[src/wisc_pkg.sv]
// Shared types, opcodes and memory depths for the pipelined 16-bit core, imported by every RTL unit
`default_nettype none

package wisc_pkg;

	typedef logic [15:0] word_t;    // Data word and instruction word
	typedef logic [7:0]  pc_t;      // Instruction memory address
	typedef logic [7:0]  daddr_t;   // Data memory address
	typedef logic [3:0]  reg_idx_t; // Register number

	localparam int IMEM_DEPTH = 256;
	localparam int DMEM_DEPTH = 256;
	localparam int NUM_REGS   = 16;

	// Bits 15:12 of every instruction
	typedef enum logic [3:0] {
		OP_ADD = 4'd0,
		OP_SUB = 4'd1,
		OP_AND = 4'd2,
		OP_NOR = 4'd3,
		OP_SLL = 4'd4,
		OP_SRL = 4'd5,
		OP_SRA = 4'd6,
		OP_LW  = 4'd8,
		OP_SW  = 4'd9,
		OP_LHB = 4'd10,
		OP_LLB = 4'd11,
		OP_HLT = 4'd15
	} opcode_t;

	// Codes 0 to 6 follow the opcode order so decode can copy opcode bits
	typedef enum logic [2:0] {
		ALU_ADD   = 3'd0,
		ALU_SUB   = 3'd1,
		ALU_AND   = 3'd2,
		ALU_NOR   = 3'd3,
		ALU_SLL   = 3'd4,
		ALU_SRL   = 3'd5,
		ALU_SRA   = 3'd6,
		ALU_PASSB = 3'd7  // B, with the low byte of A merged in for LHB
	} alu_op_t;

	localparam word_t NOP_WORD = 16'h7000; // Opcode 7 is unused and writes nothing

endpackage

`default_nettype wire

[src/fetch_stage.sv]
// Fetch stage with PC, loadable instruction memory and the fetch/decode register; used in wisc_core
`timescale 1ns/1ps
`default_nettype none

module fetch_stage (
	input  logic            clk,
	input  logic            rst,
	input  logic            run,
	input  logic            stall,
	input  logic            halting,
	input  logic            load_req,
	input  wisc_pkg::pc_t   load_addr,
	input  wisc_pkg::word_t load_data,
	output logic            load_ack,
	output wisc_pkg::word_t instr,
	output logic            instr_valid
);
	import wisc_pkg::*;

	word_t imem [IMEM_DEPTH];
	pc_t   pc;
	logic  load_accept;
	logic  advance;

	assign load_accept = load_req && !load_ack && !run; // New request, core stopped
	assign advance     = run && !stall && !halting;

	always_ff @(posedge clk) begin
		if (load_accept) begin
			imem[load_addr] <= load_data;
		end
	end

	// Four-phase slave for the load port
	always_ff @(posedge clk) begin
		if (rst) begin
			load_ack <= 1'b0;
		end else if (load_accept) begin
			load_ack <= 1'b1;
		end else if (!load_req) begin
			load_ack <= 1'b0; // Master has released req
		end
	end

	always_ff @(posedge clk) begin
		if (rst) begin
			pc          <= '0;
			instr_valid <= 1'b0;
		end else if (!run) begin
			pc          <= '0;   // Park at the program start
			instr_valid <= 1'b0;
		end else if (advance) begin
			pc          <= pc + 8'd1;
			instr_valid <= 1'b1;
		end
	end

	// Fetched word, held during a stall or after HLT
	always_ff @(posedge clk) begin
		if (!run) begin
			instr <= NOP_WORD;
		end else if (advance) begin
			instr <= imem[pc];
		end
	end

endmodule

`default_nettype wire

[config.mk]
export PLATFORM = sky130hd
export DESIGN_NAME = fetch_stage
export DESIGN_NICKNAME = d
export VERILOG_FILES = /design/src/wisc_pkg.sv /design/src/fetch_stage.sv
export SDC_FILE = /design/constraint.sdc
export NUM_CORES = 2
export LEC_CHECK = 0
export BUFFER_PORTS_ARGS = -buffer_cell sky130_fd_sc_hd__buf_2
export CAP_MARGIN = 40
export CORE_UTILIZATION = 40
export CTS_CLUSTER_SIZE = 30
export DETAILED_ROUTE_END_ITERATION = 7
export GPL_ROUTABILITY_DRIVEN = 0
export PLACE_DENSITY = 0.66
export SLEW_MARGIN = 10
export SYNTH_ARGS = -nofsm -noshare
export SYNTH_HDL_FRONTEND = slang
export SYNTH_SLANG_ARGS = --single-unit
[constraint.sdc]
create_clock -name clk -period 5.4 [get_ports clk]
set_input_delay 1.08 -clock clk [delete_from_list [all_inputs] [get_ports clk]]
set_output_delay 1.08 -clock clk [all_outputs]
set_load 0.01 [all_outputs]
==> metrics.yaml <==
power_and_ir_drop:
  p_int_mw: 50.8
  power_mw: 64.0
  clkPwrFrac_pct: 43.0
  ir_drop_v: 0.000284
  p_leak_nw: 53.8
  p_per_area_mw_per_mm2: 352
  p_comb_share_pct: 1.9
  p_switching_mw: 13.1
  switching_share_pct: 20.5
  power_frac_seq_pct: 55.1
min_path:
  hold_end: "load_ack"
  min_path_type: "in2reg"
  holdPathStages: 2
  hp-start: "load_req"
worst_setup_path:
  r2r_end: "instr[13]"
  end_kind: "flop"
  crit_type: "reg2reg"
  r2r-start: "pc[0]"
  start_kind: "flop"
  cp_max_fo: 21
  regToRegSetupSlack_ps: 1170
  crit_required_ps: 6230
  worstPathArrival_ps: 5060
  worst_r2r_path_depth: 9
global_route:
  grt_pass1_wl_mm: 596
  grt_overflow: 0
  antenna_found_initial: 17
  grt_max_degree: 161
  grt_usage_pct: 20.9
  grt_pass1_vias: 77600
routing:
  drt_wl_total_mm: 424
  vias_per_cell: 5.92
  ant_nets: 1
  via_count: 78300
  first_pass_iters: 5
  drc: 0
  drtIter0Drc: 10700
  post_drt_wl_per_cell_um: 32.0
sta:
  fin_ws_ps: 1170
  hold_viol_final: 0
  setup_viol: 0
  maxSlewHeadroom_pct: 11.1
  max_freq_mhz: 237
  rsz0062_at_grt: "false"
  final_min_period_over_clock_period_pct: 78.3
  finalSetupTns_ps: 0
  worst_slew_pin_slew_ps: 1330
  slew_violations: 0
  skew_ps: 64.6
  fin_crit_ps: 4230
die:
  coreArea_mm2: 0.396
  floorplan.initialDensity_pct: 40.1
  die_w_um: 632
  die_h_um: 632
  die-area_mm2: 0.400
  rows: 231
  io_pins: 48
logic_synthesis:
  yosysMostFrequentCell: "edfxtp_1"
  synth.largest_area_cell: "edfxtp_1"
  yosysTopAreaCellShare_pct: 77.4
  ys_ff_latch: 4122
  synth_async_sr_flop_share_pct: 0
  synth_nets: 7108
  ys_types: 68
  synth_area_per_cell_um2: 22.4
  synthesis.area_mm2: 0.159
  synth_seq_area_share_pct: 77.8
  synthCells: 7077
  synth_edf_count: 4096
  yosys_warnings: 0
  synth.top_cells.by_count: "edfxtp_1, mux4_2, mux2i_1"
  yosys_most_used_dff: "edfxtp_1"
  synthTopCellsByArea: "edfxtp_1, mux4_2, mux2i_1, nor2_1, buf_6"
clock_network:
  cts-root-buf: "clkbuf_16"
  path_clk_slew_ps: 60
  cts_hold_buf: 0
  clkSinkCount: 4122
  ctsResizeCount: 0
  cts_tree: "built"
  postCtsSetupBuffers: 0
  clock_path_buffers: 4
  clk_latency_ps: 1030
  cts.htree.levels: 5
  cts_buffers: 393
final_layout:
  fillers: 32000
  nNetsFinal: 7676
  syn_to_final_growth_pct: 14.3
  multi_input_comb_area_mm2: 0.0333
  seq_area_mm2: 0.124
  drive_gt1_share_pct: 29.2
outcome:
  violations: "antenna rules"
  status: "finished with violations"
placement:
  hpwlAfterDp_mm: 255
  pre_cts_ws_ps: 1040
  io_buffers: 47
job:
  maxCapViolCount: 0
==> cells by family after synthesis <==
family / Yosys count / synth area share (%)
AO/OA/AOI/OAI: 477 / 2.06
XOR/XNOR: 6 / 0.0331
adder cells (fa/ha/maj): 1 / 0.00788
buffers and inverters: 417 / 1.52
flip-flops: 4122 / 77.8
multiplexers: 1450 / 17.0
AND/OR/NAND/NOR: 604 / 1.62
==> cell usage in the layout (no fill, tap or decap), drive strengths merged, types with 31 or more instances in the layout <==
master  count
mux4      996
buf       580
clkinv    194
o211ai     31
nor3       33
a22oi      56
mux2i     438
nand2     111
clkbuf    471
edfxtp   4096
o21ai      66
o22ai      65
a21oi      88
nor2      345
nand3      49
bufinv     36
==> cell type report <==
cell class	count	area share, %
Antenna cell	13	0.0179
Timing Repair Buffer	584	2.84
Tap cell	5242	3.61
Clock buffer	467	5.60
Multi-Input combinational cell	2538	18.3
Clock inverter	260	1.51
Inverter	6	0.0124
Sequential cell	4122	68.1
==> per-stage QoR <==
step	hold slack [ps]	cell area, um2	instances	util, %
floorplan	505	159000	7077	-
global placement	496	168000	12500	42.5
detailed placement	500	168000	12500	42.6
CTS	314	181000	13200	45.8
global route	318	181000	13200	45.9
finish	347	182000	13200	45.9
==> flip-flops by register name, summed over array words and instances (netlist names) <==
register / cells
instr_valid: 1
imem: 4096
load_ack: 1
pc: 8
instr: 16
==> critical path, stage by stage, from the launching register on <==
cell and delay (ps):
dfxtp_4 690, buf_12 350, buf_4 230, buf_4 170
buf_4 280, mux4_2 550, mux2i_1 440, o22ai_1 350
o31ai_1 840, o21ai_1 130
==> worst max-delay path by stage <==
stage / from / depth (start not counted) / slack [ps] / end
5_1_grt: pc[0] / 9 / 1210 / instr[13]
3_3_place_gp: pc[0] / 8 / 860 / instr[2]
2_1_floorplan: load_req / 5 / 1900 / imem[112][0]
6_report: pc[0] / 9 / 1170 / instr[13]
3_5_place_dp: load_addr[3] / 4 / 1040 / imem[8][14]
4_1_cts: pc[0] / 9 / 1200 / instr[13]
==> layer usage <==
layer  vias to the layer above  routed length, um  GRT usage, %
li1                      31100                  -             -
met1                     41800             162000          29.0
met2                      4648             197000          32.5
met3                       762              45800          4.43
met4                         2              18400          8.07
met5                         -                 13             0
==> power by group through the flow <==
| stage | Sequential, mW | Clock (mW) | Combinational, mW |
|---|---|---|---|
| floorplan | 35.9 | 0 | 0.429 |
| global placement | 35.9 | 0 | 1.19 |
| detailed placement | 35.9 | 0 | 1.25 |
| CTS | 35.2 | 27.8 | 1.24 |
| global route | 35.2 | 29.0 | 1.30 |
| finish | 35.2 | 27.5 | 1.24 |
Note: power is estimated with default switching activity, not from simulation.
