--- src/wisc_pkg.sv ---
// Shared types, opcodes and memory depths for the pipelined 16-bit core, imported by every RTL unit
`default_nettype none

package wisc_pkg;

	typedef logic [15:0] word_t;    // Data word and instruction word
	typedef logic [7:0]  pc_t;      // Instruction memory address
	typedef logic [7:0]  daddr_t;   // Data memory address
	typedef logic [3:0]  reg_idx_t; // Register number

	localparam int IMEM_DEPTH = 256;
	localparam int DMEM_DEPTH = 256;
	localparam int NUM_REGS   = 16;

	// Bits 15:12 of every instruction
	typedef enum logic [3:0] {
		OP_ADD = 4'd0,
		OP_SUB = 4'd1,
		OP_AND = 4'd2,
		OP_NOR = 4'd3,
		OP_SLL = 4'd4,
		OP_SRL = 4'd5,
		OP_SRA = 4'd6,
		OP_LW  = 4'd8,
		OP_SW  = 4'd9,
		OP_LHB = 4'd10,
		OP_LLB = 4'd11,
		OP_HLT = 4'd15
	} opcode_t;

	// Codes 0 to 6 follow the opcode order so decode can copy opcode bits
	typedef enum logic [2:0] {
		ALU_ADD   = 3'd0,
		ALU_SUB   = 3'd1,
		ALU_AND   = 3'd2,
		ALU_NOR   = 3'd3,
		ALU_SLL   = 3'd4,
		ALU_SRL   = 3'd5,
		ALU_SRA   = 3'd6,
		ALU_PASSB = 3'd7  // B, with the low byte of A merged in for LHB
	} alu_op_t;

	localparam word_t NOP_WORD = 16'h7000; // Opcode 7 is unused and writes nothing

endpackage

`default_nettype wire

--- src/pipe_ifc.sv ---
// Pipeline register bundles between decode, execute, memory and writeback; instantiated in wisc_core
`timescale 1ns/1ps
`default_nettype none

interface id_ex_ifc;
	import wisc_pkg::*;

	logic     valid;
	alu_op_t  alu_op;
	word_t    operand_a;
	word_t    operand_b;
	word_t    store_data; // Old rd value, stored by SW
	reg_idx_t dest;
	logic     reg_write;
	logic     mem_read;
	logic     mem_write;
	logic     halt;

	modport producer (output valid, alu_op, operand_a, operand_b, store_data, dest,
		reg_write, mem_read, mem_write, halt);
	modport consumer (input valid, alu_op, operand_a, operand_b, store_data, dest,
		reg_write, mem_read, mem_write, halt);
	modport monitor (input valid, dest, reg_write, halt);
endinterface

interface ex_mem_ifc;
	import wisc_pkg::*;

	logic     valid;
	word_t    result;     // ALU result or data address
	word_t    store_data;
	reg_idx_t dest;
	logic     reg_write;
	logic     mem_read;
	logic     mem_write;
	logic     halt;

	modport producer (output valid, result, store_data, dest, reg_write, mem_read,
		mem_write, halt);
	modport consumer (input valid, result, store_data, dest, reg_write, mem_read,
		mem_write, halt);
	modport monitor (input valid, dest, reg_write);
endinterface


`default_nettype wire

--- src/execute_stage.sv ---
// Execute stage with the ALU and the execute/memory register; instantiated in wisc_core
`timescale 1ns/1ps
`default_nettype none

module execute_stage (
	input  logic        clk,
	input  logic        rst,
	id_ex_ifc.consumer  id_ex,
	ex_mem_ifc.producer ex_mem
);
	import wisc_pkg::*;

	word_t      alu_out;
	logic [3:0] shamt;

	assign shamt = id_ex.operand_b[3:0];

	always_comb begin
		alu_out = id_ex.operand_b;
		case (id_ex.alu_op)
			ALU_ADD: alu_out = id_ex.operand_a + id_ex.operand_b; // Also LW/SW address
			ALU_SUB: alu_out = id_ex.operand_a - id_ex.operand_b;
			ALU_AND: alu_out = id_ex.operand_a & id_ex.operand_b;
			ALU_NOR: alu_out = ~(id_ex.operand_a | id_ex.operand_b);
			ALU_SLL: alu_out = id_ex.operand_a << shamt;
			ALU_SRL: alu_out = id_ex.operand_a >> shamt;
			ALU_SRA: alu_out = word_t'($signed(id_ex.operand_a) >>> shamt);
			// Byte merge; LLB arrives with A cleared
			ALU_PASSB: alu_out = id_ex.operand_b | {8'h00, id_ex.operand_a[7:0]};
			default: alu_out = id_ex.operand_b;
		endcase
	end

	always_ff @(posedge clk) begin
		if (rst) begin
			ex_mem.valid     <= 1'b0;
			ex_mem.reg_write <= 1'b0;
			ex_mem.mem_read  <= 1'b0;
			ex_mem.mem_write <= 1'b0;
			ex_mem.halt      <= 1'b0;
		end else begin
			ex_mem.valid     <= id_ex.valid;
			ex_mem.reg_write <= id_ex.reg_write;
			ex_mem.mem_read  <= id_ex.mem_read;
			ex_mem.mem_write <= id_ex.mem_write;
			ex_mem.halt      <= id_ex.halt;
		end
	end

	always_ff @(posedge clk) begin
		ex_mem.result     <= alu_out;
		ex_mem.store_data <= id_ex.store_data; // Passed through for SW
		ex_mem.dest       <= id_ex.dest;
	end

endmodule

`default_nettype wire

--- src/flat_wrapper.sv ---
// flat-port wrapper written by rule: the top's interface ports become plain ports
module execute_stage_flat import wisc_pkg::*;
  (clk, rst, id_ex_valid, id_ex_alu_op, id_ex_operand_a, id_ex_operand_b, id_ex_store_data, id_ex_dest, id_ex_reg_write, id_ex_mem_read, id_ex_mem_write, id_ex_halt, ex_mem_valid, ex_mem_result, ex_mem_store_data, ex_mem_dest, ex_mem_reg_write, ex_mem_mem_read, ex_mem_mem_write, ex_mem_halt);
  id_ex_ifc id_ex_i ();
  ex_mem_ifc ex_mem_i ();
  input  logic clk;
  input  logic rst;
  input wire logic [$bits(id_ex_i.valid)-1:0] id_ex_valid;
  input wire logic [$bits(id_ex_i.alu_op)-1:0] id_ex_alu_op;
  input wire logic [$bits(id_ex_i.operand_a)-1:0] id_ex_operand_a;
  input wire logic [$bits(id_ex_i.operand_b)-1:0] id_ex_operand_b;
  input wire logic [$bits(id_ex_i.store_data)-1:0] id_ex_store_data;
  input wire logic [$bits(id_ex_i.dest)-1:0] id_ex_dest;
  input wire logic [$bits(id_ex_i.reg_write)-1:0] id_ex_reg_write;
  input wire logic [$bits(id_ex_i.mem_read)-1:0] id_ex_mem_read;
  input wire logic [$bits(id_ex_i.mem_write)-1:0] id_ex_mem_write;
  input wire logic [$bits(id_ex_i.halt)-1:0] id_ex_halt;
  output wire logic [$bits(ex_mem_i.valid)-1:0] ex_mem_valid;
  output wire logic [$bits(ex_mem_i.result)-1:0] ex_mem_result;
  output wire logic [$bits(ex_mem_i.store_data)-1:0] ex_mem_store_data;
  output wire logic [$bits(ex_mem_i.dest)-1:0] ex_mem_dest;
  output wire logic [$bits(ex_mem_i.reg_write)-1:0] ex_mem_reg_write;
  output wire logic [$bits(ex_mem_i.mem_read)-1:0] ex_mem_mem_read;
  output wire logic [$bits(ex_mem_i.mem_write)-1:0] ex_mem_mem_write;
  output wire logic [$bits(ex_mem_i.halt)-1:0] ex_mem_halt;
  assign id_ex_i.valid = id_ex_valid;
  assign id_ex_i.alu_op = id_ex_alu_op;
  assign id_ex_i.operand_a = id_ex_operand_a;
  assign id_ex_i.operand_b = id_ex_operand_b;
  assign id_ex_i.store_data = id_ex_store_data;
  assign id_ex_i.dest = id_ex_dest;
  assign id_ex_i.reg_write = id_ex_reg_write;
  assign id_ex_i.mem_read = id_ex_mem_read;
  assign id_ex_i.mem_write = id_ex_mem_write;
  assign id_ex_i.halt = id_ex_halt;
  assign ex_mem_valid = ex_mem_i.valid;
  assign ex_mem_result = ex_mem_i.result;
  assign ex_mem_store_data = ex_mem_i.store_data;
  assign ex_mem_dest = ex_mem_i.dest;
  assign ex_mem_reg_write = ex_mem_i.reg_write;
  assign ex_mem_mem_read = ex_mem_i.mem_read;
  assign ex_mem_mem_write = ex_mem_i.mem_write;
  assign ex_mem_halt = ex_mem_i.halt;
  execute_stage u_core (.clk(clk), .rst(rst), .id_ex(id_ex_i), .ex_mem(ex_mem_i));
endmodule
--- config.mk ---
export PLATFORM = sky130hd
export DESIGN_NAME = execute_stage_flat
export DESIGN_NICKNAME = d
export VERILOG_FILES = /design/src/wisc_pkg.sv /design/src/pipe_ifc.sv /design/src/execute_stage.sv /design/src/flat_wrapper.sv
export SDC_FILE = /design/constraint.sdc
export NUM_CORES = 1
export LEC_CHECK = 0
export BUFFER_PORTS_ARGS = -buffer_cell sky130_fd_sc_hd__buf_2
export CAP_MARGIN = 25
export CORE_MARGIN = 10
export CORE_UTILIZATION = 35
export CTS_CLUSTER_DIAMETER = 120
export DETAILED_ROUTE_END_ITERATION = 10
export GPL_ROUTABILITY_DRIVEN = 0
export PLACE_DENSITY_LB_ADDON = 0.08
export SLEW_MARGIN = 0
export SYNTH_ARGS = -nofsm -noshare
export SYNTH_HDL_FRONTEND = slang
export SYNTH_SLANG_ARGS = --single-unit
--- constraint.sdc ---
create_clock -name clk -period 3.9 [get_ports clk]
set_clock_uncertainty 0.1 [all_clocks]
set_input_delay 0.78 -clock clk [delete_from_list [all_inputs] [get_ports clk]]
set_output_delay 0.78 -clock clk [all_outputs]
set_load 0.005 [all_outputs]
==> results.yml <==
outcome:
  status: "complete, no violations"
synth:
  synthArstFlopShare_pct: 0
  synthTopCellsByArea: "dfxtp_1 19%, mux4_2 9.9%, ha_1 5.5%"
  ys_seq_elements: 41
  ys_warn_count: 0
  synth.most_common_cell: "nor2_1"
  synth_cells: 515
  syn_area_mm2: 0.00432
  synth_largest_area_cell: "dfxtp_1"
  synth.avg_cell_area_um2: 8.38
  synth_flop_cell: "dfxtp_1"
  synth_cell_types: 80
  synth_edf_count: 0
  yosys-top-cells-count: "49 x nor2_1, 41 x a21oi_1, 41 x dfxtp_1"
  seq_area_frac_synth_pct: 19.0
  yosysTopAreaCellShare_pct: 19.0
  synth.net_count: 597
floorplanning:
  coreArea_mm2: 0.0121
  dieHeight_um: 131
  die_w_um: 131
  die-area_mm2: 0.0172
  io_pins: 103
  start_util_pct: 35.8
  num_rows: 40
placed_design:
  dp_hpwl_um: 12300
  port_buffers: 102
  place_ws_ps: 17.2
worst_setup_path:
  critPathMaxFanout: 3
  crit_type: "in2reg"
  end_kind: "flop"
  cp-start-kind: "primary input"
  cp.required_ps: 3980
  crit_arrival_ps: 3690
grt:
  grt_pass1_wl_um: 24100
  grt_use_total_pct: 17.7
  gr-total-overflow: 0
  grt_max_degree: 49
  grt_pass1_vias: 4277
  antenna_found_initial: 0
route:
  drt-wirelength-per-cell_um: 20.2
  dr_total_vias: 4499
  routed_wl_um: 15700
  viasPerCell: 5.81
  drtIter0Drc: 458
  drtPass1Iterations: 5
  post-route-drc-count: 0
  drtAntennaViolNets: 0
timing:
  fin_crit_ps: 3610
  fmax_mhz: 277
  maxSlewHeadroom_pct: 42.6
  fin_crit_sh_pct: 92.5
  hold_viol: 0
  setup_ws_ps: 292
  worst_slew_pin_slew_ps: 857
  setup_violations: 0
  grt_setup_unrepaired: "no"
  slew_viol_final: 0
final_layout:
  layout-drive-gt1-share_pct: 30.5
  layout.nets: 687
  diodes: 0
  syn2layout_area_growth_pct: 20.0
  finish.utilization_pct: 43.0
power:
  finalPower_mw: 1.57
  switching_power_uw: 536
  sw_frac_of_total_pct: 34.0
  power.share.sequential_pct: 29.7
  p_comb_share_pct: 39.9
  cellLeakagePower_nw: 2.20
  p_clk_share_pct: 30.4
  p_per_area_mw_per_mm2: 304
  power.internal_mw: 1.04
  peakVddDrop_mv: 0.168
cts:
  cts_inserted_buffers: 5
  tritoncts: "built"
  ctsHoldBuffers: 0
  ctsResizeCount: 0
  htreeDepth: 2
  clkSlewWorstSetupHoldPaths_ps: 70
  cts.sink_count: 41
  cts_max_path_buffers: 2
  root_buffer: "clkbuf_16"
  cts_setup_buffers: 0
worst_hold_path:
  min_path_type: "in2reg"
run:
  max-cap-violations: 0
==> worst max-delay path, stage by stage <==
cell and delay [ps]:
buf_2 140, inv_8 60, ha_4 150, nand2b_4 50, or4_4 410, nand2b_4 170
o21ai_0 180, xor2_1 110, ha_1 330, nand2_1 90, o21ai_0 220, a31oi_1 170
o41ai_2 330, xor2_1 140, a221o_1 350
==> cell families (layout without fill, tap and decap cells) <==
kind of cell / count (synthesis) / after routing / synth area share (%)
compound gates: 159 / 159 / 24.6
buf+inv: 62 / 153 / 7.88
mux: 44 / 44 / 17.4
simple gates: 163 / 163 / 19.8
xor+xnor: 26 / 26 / 5.27
flops: 41 / 41 / 19.0
fa+ha+maj: 20 / 20 / 5.97
==> placed cells by master, fill, tap and decap left out, drive strengths merged, types with 4 or more instances in the layout <==
| cell type | synthesis | routed |
|---|---|---|
| buf | 25 | 129 |
| a31oi | 10 | 10 |
| nor4 | 4 | 4 |
| a211oi | 8 | 8 |
| mux2 | 7 | 7 |
| xnor2 | 19 | 19 |
| o22ai | 10 | 10 |
| nor3 | 15 | 15 |
| a22oi | 4 | 4 |
| nand3 | 9 | 9 |
| clkbuf | 21 | 5 |
| nand2b | 8 | 8 |
| o21ai | 30 | 30 |
| nor2b | 12 | 12 |
| inv | 15 | 15 |
| a21oi | 41 | 41 |
| or3 | 5 | 5 |
| xor2 | 7 | 7 |
| nor2 | 52 | 52 |
| mux4 | 23 | 23 |
| dfxtp | 41 | 41 |
| mux2i | 14 | 14 |
| o211ai | 8 | 8 |
| nand2 | 33 | 33 |
| a21o | 9 | 9 |
| ha | 19 | 19 |
| and2 | 7 | 7 |
==> power groups by stage <==
stage | Sequential, mW | Combinational (mW) | Clock, mW
after global placement | 0.477 | 0.619 | 0
after detailed placement | 0.478 | 0.620 | 0
after floorplan | 0.485 | 0.403 | 0
final | 0.468 | 0.628 | 0.478
after CTS | 0.468 | 0.624 | 0.493
after global routing | 0.471 | 0.687 | 0.511
==> layer usage <==
metal | routed length, µm | share of wire [%] | track usage [%] | vias to the layer above
met5 | 0 | 0 | 0 | -
met4 | 355 | 2.3 | 4.25 | 0
met3 | 1290 | 8.3 | 2.94 | 30
met2 | 7510 | 48 | 29.4 | 204
met1 | 6500 | 42 | 23.4 | 2152
li1 | - | - | - | 2113
==> per-stage QoR <==
step / std cells / hold WS (ps) / setup TNS [ps] / cell area [µm²]
6_report: 774 / 492 / 0 / 5180
5_1_grt: 774 / 479 / 0 / 5180
4_1_cts: 774 / 486 / 0 / 5180
3_5_place_dp: 766 / 784 / 0 / 5010
3_3_place_gp: 766 / 782 / 0 / 5010
2_1_floorplan: 515 / 708 / -18.2 / 4380
==> registers in the layout, summed over array words and instances, names as in the netlist <==
signal and flops:
u_core.ex_mem.valid 1, u_core.ex_mem.mem_write 1, u_core.ex_mem.dest 4, u_core.ex_mem.mem_read 1, u_core.ex_mem.reg_write 1, u_core.ex_mem.store_data 16, u_core.ex_mem.halt 1, u_core.ex_mem.result 16
==> path summary, 6_finish.rpt <==
path / start / to / slack [ps] / depth (start not counted)
setup / recovery: id_ex_operand_b[0] / u_core.ex_mem.result[14] / 290 / 15
hold / removal: id_ex_store_data[6] / u_core.ex_mem.store_data[6] / 490 / 1
==> final cells by class <==
cell class,count,area (µm²)
fill,1278,6880
multi-input combinational,412,3200
sequential,41,821
timing repair buffer,129,713
tap,168,210
clock buffer,5,125
inverter,16,70.1
clock inverter,3,46.3
(Power assumes the default switching activity.)
